--- src/source/softmc_pkg.sv ---
`default_nettype none

package softmc_pkg;

    //////////////////////////////
    // instruction word layout
    //////////////////////////////
    localparam int INSTR_OP_MSB    = 31;  // op class, 31..29
    localparam int INSTR_CMD_MSB   = 28;  // ddr command, 28..26
    localparam int INSTR_BG_BIT    = 25;
    localparam int INSTR_BA_MSB    = 24;  // bank, 24..23
    localparam int INSTR_ADR_MSB   = 16;  // row or column, 16..0
    localparam int WAIT_CNT_WIDTH  = 16;  // idle count sits in 15..0
    localparam int DATA_BYTE_WIDTH = 8;   // write byte sits in 7..0

    // defaults for the top level
    localparam int DEFAULT_DATA_WIDTH   = 64;
    localparam int DEFAULT_RDBACK_DEPTH = 4;  // power of two

    //////////////////////////////
    // plain vector types
    //////////////////////////////
    typedef logic [31:0]               instr_t;     // raw app word
    typedef logic [INSTR_ADR_MSB:0]    adr_t;       // dram address bus
    typedef logic [1:0]                bank_t;
    typedef logic [0:0]                bg_t;        // single bank group bit
    typedef logic [WAIT_CNT_WIDTH-1:0] wait_cnt_t;

    // instruction class, other codes fall through as no-op
    typedef enum logic [2:0] {
        OP_DDR     = 3'd1,  // one command slot to the phy
        OP_WAIT    = 3'd2,  // stall for a count
        OP_SETDATA = 3'd3   // load the write byte
    } instr_op_e;

    // ddr4 command carried by OP_DDR
    typedef enum logic [2:0] {
        CMD_ACT = 3'd0,
        CMD_RD  = 3'd1,
        CMD_WR  = 3'd2,
        CMD_PRE = 3'd3,
        CMD_REF = 3'd4
    } ddr_cmd_e;

    //////////////////////////////
    // structs between stages
    //////////////////////////////

    // one command slot toward the phy, 24 bits
    typedef struct packed {
        logic  act_n;   // low with cs_n for activate
        logic  cs_n;
        logic  rd_cas;  // read cas strobe
        logic  wr_cas;  // write cas strobe
        bg_t   bg;
        bank_t ba;
        adr_t  adr;
    } cmd_slot_t;

    // decoded instruction, decode -> execute, 27 bits
    typedef struct packed {
        logic      valid;  // one cycle per instruction
        instr_op_e op;
        ddr_cmd_e  cmd;
        bg_t       bg;
        bank_t     ba;
        adr_t      adr;    // also carries wait count / data byte
    } dec_instr_t;

endpackage

`default_nettype wire

--- src/source/softmc_decode.sv ---
`default_nettype none

module softmc_decode (
    input  wire logic                   clk,
    input  wire logic                   rst_n,

    // host side
    input  wire logic                   app_en,
    input  wire softmc_pkg::instr_t     app_instr,
    output logic                        app_ack,

    // status
    input  wire logic                   init_done,  // phy calibrated
    input  wire logic                   busy,       // wait counter running

    // to execute
    output softmc_pkg::dec_instr_t      dec
);

    localparam int OP_W  = $bits(softmc_pkg::instr_op_e);
    localparam int CMD_W = $bits(softmc_pkg::ddr_cmd_e);
    localparam int BA_W  = $bits(softmc_pkg::bank_t);

    logic                   accept;
    softmc_pkg::dec_instr_t dec_next;

    //////////////////////////////
    // acceptance
    //////////////////////////////

    // execute takes dec in the cycle it is valid, so an
    // instruction is only pending while app_ack is high
    // the same term gives the dead cycle after every ack
    assign accept = app_en
                 && init_done   // hold off until phy is up
                 && !busy       // back-pressure from wait
                 && !app_ack;   // no back-to-back acks

    always_ff @(posedge clk or negedge rst_n) begin
        if (!rst_n) begin
            app_ack <= 1'b0;
        end else begin
            app_ack <= accept;  // single cycle pulse
        end
    end

    //////////////////////////////
    // field split
    //////////////////////////////

    always_comb begin
        dec_next.valid = accept;
        dec_next.op    = softmc_pkg::instr_op_e'(app_instr[softmc_pkg::INSTR_OP_MSB -: OP_W]);
        dec_next.cmd   = softmc_pkg::ddr_cmd_e'(app_instr[softmc_pkg::INSTR_CMD_MSB -: CMD_W]);
        dec_next.bg    = app_instr[softmc_pkg::INSTR_BG_BIT];
        dec_next.ba    = app_instr[softmc_pkg::INSTR_BA_MSB -: BA_W];
        // row/col, wait count or data byte, execute picks by op
        dec_next.adr   = app_instr[softmc_pkg::INSTR_ADR_MSB:0];
    end

    // registered alongside app_ack, so valid and ack line up
    always_ff @(posedge clk or negedge rst_n) begin
        if (!rst_n) begin
            dec <= '0;
        end else begin
            dec.valid <= dec_next.valid;
            if (accept) begin
                dec.op  <= dec_next.op;
                dec.cmd <= dec_next.cmd;
                dec.bg  <= dec_next.bg;
                dec.ba  <= dec_next.ba;
                dec.adr <= dec_next.adr;
            end
        end
    end

endmodule

`default_nettype wire

--- src/source/softmc_execute.sv ---
`default_nettype none

module softmc_execute #(
    parameter int DATA_WIDTH = softmc_pkg::DEFAULT_DATA_WIDTH  // multiple of 8
) (
    input  wire logic                   clk,
    input  wire logic                   rst_n,

    input  wire softmc_pkg::dec_instr_t dec,      // from decode
    output logic                        busy,     // back to decode

    // phy command slot and write burst
    output softmc_pkg::cmd_slot_t       cmd,
    output logic [DATA_WIDTH-1:0]       wr_data
);

    localparam int N_BYTES = DATA_WIDTH / softmc_pkg::DATA_BYTE_WIDTH;

    // ras/cas/we on adr[16:14] when act_n is high, ddr4 encoding
    localparam logic [2:0] CA_RD  = 3'b101;
    localparam logic [2:0] CA_WR  = 3'b100;
    localparam logic [2:0] CA_PRE = 3'b010;
    localparam logic [2:0] CA_REF = 3'b001;

    // deselect, nothing on the bus
    localparam softmc_pkg::cmd_slot_t SLOT_IDLE = '{
        act_n:  1'b1,
        cs_n:   1'b1,
        rd_cas: 1'b0,
        wr_cas: 1'b0,
        bg:     '0,
        ba:     '0,
        adr:    '0
    };

    logic                                   is_ddr;
    logic                                   is_wait;
    logic                                   is_set;
    logic                                   is_wr;
    logic [softmc_pkg::DATA_BYTE_WIDTH-1:0] data_byte;  // byte for write bursts
    softmc_pkg::wait_cnt_t                  wait_cnt;
    softmc_pkg::cmd_slot_t                  slot_next;

    assign is_ddr  = dec.valid && (dec.op == softmc_pkg::OP_DDR);
    assign is_wait = dec.valid && (dec.op == softmc_pkg::OP_WAIT);
    assign is_set  = dec.valid && (dec.op == softmc_pkg::OP_SETDATA);
    assign is_wr   = is_ddr && (dec.cmd == softmc_pkg::CMD_WR);

    //////////////////////////////
    // command slot
    //////////////////////////////

    always_comb begin
        slot_next = SLOT_IDLE;
        if (is_ddr) begin
            slot_next.bg = dec.bg;
            slot_next.ba = dec.ba;
            case (dec.cmd)
                softmc_pkg::CMD_ACT: begin
                    slot_next.act_n = 1'b0;     // row goes out as is
                    slot_next.cs_n  = 1'b0;
                    slot_next.adr   = dec.adr;
                end
                softmc_pkg::CMD_RD: begin
                    slot_next.cs_n   = 1'b0;
                    slot_next.rd_cas = 1'b1;
                    slot_next.adr    = {CA_RD, dec.adr[13:0]};  // column below
                end
                softmc_pkg::CMD_WR: begin
                    slot_next.cs_n   = 1'b0;
                    slot_next.wr_cas = 1'b1;
                    slot_next.adr    = {CA_WR, dec.adr[13:0]};
                end
                softmc_pkg::CMD_PRE: begin
                    slot_next.cs_n = 1'b0;                      // cs alone
                    slot_next.adr  = {CA_PRE, dec.adr[13:0]};   // a10 picks all banks
                end
                softmc_pkg::CMD_REF: begin
                    slot_next.cs_n = 1'b0;
                    slot_next.adr  = {CA_REF, 14'd0};
                end
                default: slot_next = SLOT_IDLE;  // unknown code, stay off the bus
            endcase
        end
    end

    // slot is live only for the cycle after dec.valid
    always_ff @(posedge clk or negedge rst_n) begin
        if (!rst_n) begin
            cmd <= SLOT_IDLE;
        end else begin
            cmd <= slot_next;
        end
    end

    //////////////////////////////
    // write byte and wait count
    //////////////////////////////

    always_ff @(posedge clk or negedge rst_n) begin
        if (!rst_n) begin
            data_byte <= '0;
            wait_cnt  <= '0;
        end else begin
            if (is_set) begin
                data_byte <= dec.adr[softmc_pkg::DATA_BYTE_WIDTH-1:0];
            end
            if (is_wait) begin
                wait_cnt <= dec.adr[softmc_pkg::WAIT_CNT_WIDTH-1:0];  // 0 means no stall
            end else if (wait_cnt != '0) begin
                wait_cnt <= wait_cnt - 1'b1;
            end
        end
    end

    assign busy = (wait_cnt != '0);  // high for exactly count cycles

    // burst data, lined up with the wr_cas slot
    always_ff @(posedge clk) begin
        if (is_wr) begin
            wr_data <= {N_BYTES{data_byte}};
        end
    end

endmodule

`default_nettype wire

--- src/source/softmc_readback.sv ---
`default_nettype none

module softmc_readback #(
    parameter int DATA_WIDTH   = softmc_pkg::DEFAULT_DATA_WIDTH,
    parameter int RDBACK_DEPTH = softmc_pkg::DEFAULT_RDBACK_DEPTH  // power of two
) (
    input  wire logic                  clk,
    input  wire logic                  rst_n,

    // returned bursts from the phy
    input  wire logic                  rd_valid,
    input  wire logic [DATA_WIDTH-1:0] rd_data,

    // host pop side
    input  wire logic                  rdback_fifo_rden,
    output logic                       rdback_fifo_empty,
    output logic [DATA_WIDTH-1:0]      rdback_data       // head entry
);

    localparam int PTR_WIDTH = $clog2(RDBACK_DEPTH);

    logic [DATA_WIDTH-1:0] mem [RDBACK_DEPTH];
    logic [PTR_WIDTH-1:0]  wr_ptr;
    logic [PTR_WIDTH-1:0]  rd_ptr;
    logic [PTR_WIDTH:0]    count;    // occupancy, one extra bit for full
    logic                  full;
    logic                  push;
    logic                  pop;

    assign full = (count == (PTR_WIDTH+1)'(RDBACK_DEPTH));
    assign push = rd_valid && !full;                       // drop on full
    assign pop  = rdback_fifo_rden && !rdback_fifo_empty;  // ignore pops when empty

    //////////////////////////////
    // storage
    //////////////////////////////

    always_ff @(posedge clk) begin
        if (push) begin
            mem[wr_ptr] <= rd_data;
        end
    end

    //////////////////////////////
    // pointers and count
    //////////////////////////////

    always_ff @(posedge clk or negedge rst_n) begin
        if (!rst_n) begin
            wr_ptr <= '0;
            rd_ptr <= '0;
            count  <= '0;
        end else begin
            if (push) begin
                wr_ptr <= wr_ptr + 1'b1;  // wraps, depth is 2^n
            end
            if (pop) begin
                rd_ptr <= rd_ptr + 1'b1;
            end
            case ({push, pop})
                2'b10:   count <= count + 1'b1;
                2'b01:   count <= count - 1'b1;
                default: count <= count;  // both or neither
            endcase
        end
    end

    assign rdback_fifo_empty = (count == '0);
    assign rdback_data       = mem[rd_ptr];

endmodule

`default_nettype wire

--- src/source/softmc_top.sv ---
`default_nettype none

module softmc_top #(
    parameter int DATA_WIDTH   = softmc_pkg::DEFAULT_DATA_WIDTH,    // multiple of 8
    parameter int RDBACK_DEPTH = softmc_pkg::DEFAULT_RDBACK_DEPTH   // power of two
) (
    input  wire logic                  clk,
    input  wire logic                  rst_n,

    // app command interface
    input  wire logic                  app_en,
    input  wire softmc_pkg::instr_t    app_instr,
    output logic                       app_ack,

    // phy side
    input  wire logic                  init_done,
    output softmc_pkg::cmd_slot_t      cmd,
    output logic [DATA_WIDTH-1:0]      wr_data,
    input  wire logic                  rd_valid,
    input  wire logic [DATA_WIDTH-1:0] rd_data,

    // read back interface
    input  wire logic                  rdback_fifo_rden,
    output logic                       rdback_fifo_empty,
    output logic [DATA_WIDTH-1:0]      rdback_data
);

    softmc_pkg::dec_instr_t dec;   // decode -> execute
    logic                   busy;  // execute -> decode

    //////////////////////////////
    // decode
    //////////////////////////////
    softmc_decode i_decode (
        .clk       (clk),
        .rst_n     (rst_n),
        .app_en    (app_en),
        .app_instr (app_instr),
        .app_ack   (app_ack),
        .init_done (init_done),
        .busy      (busy),
        .dec       (dec)
    );

    // execute, drives the command slot
    softmc_execute #(
        .DATA_WIDTH (DATA_WIDTH)
    ) i_execute (
        .clk     (clk),
        .rst_n   (rst_n),
        .dec     (dec),
        .busy    (busy),
        .cmd     (cmd),
        .wr_data (wr_data)
    );

    // readback queue
    softmc_readback #(
        .DATA_WIDTH   (DATA_WIDTH),
        .RDBACK_DEPTH (RDBACK_DEPTH)
    ) i_readback (
        .clk               (clk),
        .rst_n             (rst_n),
        .rd_valid          (rd_valid),
        .rd_data           (rd_data),
        .rdback_fifo_rden  (rdback_fifo_rden),
        .rdback_fifo_empty (rdback_fifo_empty),
        .rdback_data       (rdback_data)
    );

endmodule

`default_nettype wire

--- config.mk ---
export PLATFORM = sky130hd
export DESIGN_NAME = softmc_top
export DESIGN_NICKNAME = d
export VERILOG_FILES = /design/src/source/softmc_pkg.sv /design/src/source/softmc_decode.sv /design/src/source/softmc_execute.sv /design/src/source/softmc_readback.sv /design/src/source/softmc_top.sv
export SDC_FILE = /design/constraint.sdc
export NUM_CORES = 1
export LEC_CHECK = 0
export BUFFER_PORTS_ARGS = -buffer_cell sky130_fd_sc_hd__buf_2
export CORE_ASPECT_RATIO = 1.4
export CORE_UTILIZATION = 48
export DETAILED_ROUTE_END_ITERATION = 12
export GPL_TIMING_DRIVEN = 0
export PLACE_DENSITY = 0.71
export SLEW_MARGIN = 20
export SYNTH_ARGS = -nofsm -noshare
export SYNTH_HDL_FRONTEND = slang
export SYNTH_SLANG_ARGS = --single-unit
--- constraint.sdc ---
create_clock -name clk -period 4 [get_ports clk]
set_input_delay 0.4 -clock clk [delete_from_list [all_inputs] [get_ports clk]]
set_output_delay 0.4 -clock clk [all_outputs]
set_load 0.005 [all_outputs]
==> flow_metrics.py <==
metrics = {
    "run_status": {
        "outcome": "complete, no violations",
    },
    "route": {
        "viasPerCell": 5.108,
        "drtPass1Iterations": 4,
        "wl_per_cell_um": 18.25,
        "route.detailed.drc": 0,
        "initialDrtViolationCount": 292,
        "vias": 6972,
        "wl_um": 24910,
        "ant_nets": 0,
    },
    "layout": {
        "fin_area_um2": 16230,
        "nFillCells": 2023,
        "drive_above_1_share": 0.4684,
        "area_growth_pct": 21.65,
        "layout.nets": 1081,
        "fin_util": 0.5992,
    },
    "power_and_ir_drop": {
        "cellLeakagePower_nw": 6.229,
        "power_density_nw_per_um2": 639.8,
        "peakVddDrop_mv": 0.3277,
        "finalPower_mw": 10.39,
    },
    "yosys": {
        "yosysWarnings": 0,
        "synth_seq_cells": 346,
        "synth_area_um2": 13350,
        "syn_avg_cell_area_um2": 19.63,
        "syn_nets": 789,
        "synth-async-reset-ratio": 0.2370,
        "netlist_top_cells_area": "edfxtp_1 59%, dfrtp_1 15%, mux4_2 11%",
        "ys_seq_area_frac": 0.7480,
        "netlist_instances": 680,
        "synth_top_area_cell": "edfxtp_1",
        "synth_top_area_frac": 0.5940,
        "synth_edf_count": 264,
        "synth_ff_type": "edfxtp_1",
        "synth_cell_types": 47,
    },
    "sta": {
        "finalHoldViolations": 0,
        "maxSlewHeadroom": 0.3830,
        "finalSetupTns_ns": 0,
        "final.period_utilization": 0.8210,
        "skew_ns": 0.01626,
        "rsz0062_at_grt": "false",
        "max_freq_mhz": 304.5,
        "setup_viol": 0,
        "worst_pin_slew_ns": 0.9171,
        "layout_min_cycle_time_ns": 3.284,
        "slew_viol_final": 0,
    },
    "worst_setup_path": {
        "cp-start-kind": "flop",
        "crit_type": "flop to primary output",
        "cp.arrival_ns": 2.88,
        "crit_required_ns": 3.60,
        "crit_start": "i_readback.rd_ptr[0]",
        "critPathMaxFanout": 10,
        "end_kind": "primary output",
        "timing.rr.start": "i_execute.wait_cnt[0]",
    },
    "cts": {
        "cts_buffer_depth": 3,
        "cts-resized-gates": 0,
        "path_clk_slew_ns": 0.06,
        "cts-root-buf": "clkbuf_16",
        "numCtsBuffers": 34,
        "worstSkewPairLatency_ns": 0.51,
        "tritoncts": "done",
        "ctsHtreeMaxLevel": 2,
        "cts.sinks": 346,
    },
    "min_path": {
        "hold_path_class": "input pin to flop",
        "hold_start": "rd_data[22]",
    },
    "floorplan": {
        "initial_utilization": 0.4925,
        "die_w_um": 142.9,
        "core_area_um2": 27090,
        "fp.dieH_um": 199.3,
        "row_count": 71,
        "ioPinCount": 256,
        "dieArea_um2": 28480,
    },
    "grt": {
        "grt_pass1_vias": 7207,
        "grtUsageMet2": 0.3194,
        "grt.met1_usage": 0.2027,
        "grt_max_degree": 56,
        "busiest_layer": "met2",
        "grt_antenna_before_repair": 6,
        "grt_use_met3": 0.04889,
        "grt.total_usage": 0.1789,
        "grt_pass1_wl_um": 38230,
        "grt.overflow.total": 0,
    },
    "placed_design": {
        "place.gp.congestion": 0.9193,
        "hpwl_um": 16850,
        "port_buffers": 249,
        "post_dp_cell_area_um2": 15200,
    },
    "flow_run": {
        "cap_violations": 0,
    },
}
## synthesized netlist by cell type, types with 4 or more instances
master and instances:
nand2_1 20, and2_1 23, o31ai_1 7, nor4_1 4
buf_4 56, a31oi_1 4, nand3_1 7, nor3_1 6
mux4_2 64, ha_1 6, buf_1 10, edfxtp_1 264
xnor2_1 7, dfrtp_1 80, clkbuf_1 10, inv_1 11
nor2_1 16, xor2_1 9, mux2_2 34
## sequential cells by signal, summed over array words and instances (netlist names)
register / cells
i_execute.cmd: 24
i_readback.count: 3
i_readback.wr_ptr: 2
i_decode.app_ack: 1
i_execute.data_byte: 8
i_readback.rd_ptr: 2
i_execute.wait_cnt: 16
i_execute.wr_data: 8
i_decode.dec: 26
i_readback.mem: 256
## critical path: stages (launching register included)
cell	delay, ns
dfrtp_1	0.36
buf_1	0.54
buf_1	0.73
mux4_2	0.60
buf_2	0.14
## cell usage in the layout (no fill, tap or decap), types with 7 or more instances in the layout
cell | synthesis | layout
and2_1 | 23 | 19
buf_1 | 10 | 10
buf_2 | 1 | 249
buf_4 | 56 | 58
clkbuf_1 | 10 | 22
clkbuf_16 | 0 | 35
dfrtp_1 | 80 | 80
edfxtp_1 | 264 | 264
inv_1 | 11 | 11
mux2_2 | 34 | 34
mux4_2 | 64 | 64
nand2_1 | 20 | 20
nand3_1 | 7 | 7
nor2_1 | 16 | 16
o31ai_1 | 7 | 7
xnor2_1 | 7 | 7
xor2_1 | 9 | 9
## final timing paths
path	slack, ns	cells past startpoint	endpoint
worst max-delay path	0.72	4	rdback_data[27]
worst min-delay path	0.10	1	i_readback.mem[2][22]
worst max register to register	1.09	8	i_decode.dec[3]
worst min register to register	0.44	0	i_execute.wr_data[60]
max in group asynchronous	2.99	3	i_execute.cmd[22]
min in group asynchronous	0.36	2	i_execute.wait_cnt[6]
## stage by stage
stage | instances | hold WS [ns] | worst slack (ns)
floorplan | 680 | 0.1044 | 1.196
global placement | 1294 | 0.4266 | -0.1742
detailed placement | 1300 | 0.3531 | 1.072
CTS | 1362 | 0.07343 | 0.5801
global route | 1364 | 0.08099 | 0.4447
finish | 1365 | 0.1037 | 0.7160
## cell type report
cell class	count	area, µm²	share of cell area
flip-flops and latches	346	9982	0.6149
multi-input cells	244	2814	0.1733
repair buffers	256	1389	0.08555
clock buffers	47	920.9	0.05672
plain buffers	79	523.0	0.03222
well taps	365	456.7	0.02813
clock inverters	14	100.1	0.006166
inverters	11	41.29	0.002543
diodes	3	7.507	0.0004624
## routing by layer
layer / up-vias / share of wire
met2: 249 / 0.51
met5: - / 0.0015
met1: 3477 / 0.38
met3: 54 / 0.074
met4: 6 / 0.028
li1: 3186 / -
## power by group
part | leakage (nW) | switching [mW] | internal (mW)
sequential | 3.47 | 0.238 | 4.59
clock | 0.490 | 1.24 | 1.68
combinational | 2.27 | 1.34 | 1.29
## cell families after synthesis
logic type      synth area share
xor+xnor                 0.01050
simple gates             0.04135
mux                       0.1367
fa+ha+maj               0.007125
buf+inv                  0.04228
flops                     0.7480
compound gates           0.01406
## repair_timing
item,in CTS,in global routing
hold buffers,1,0
hold endpoints to repair,27,0
setup buffers,0,0
Note: power is estimated with default switching activity, not from simulation.
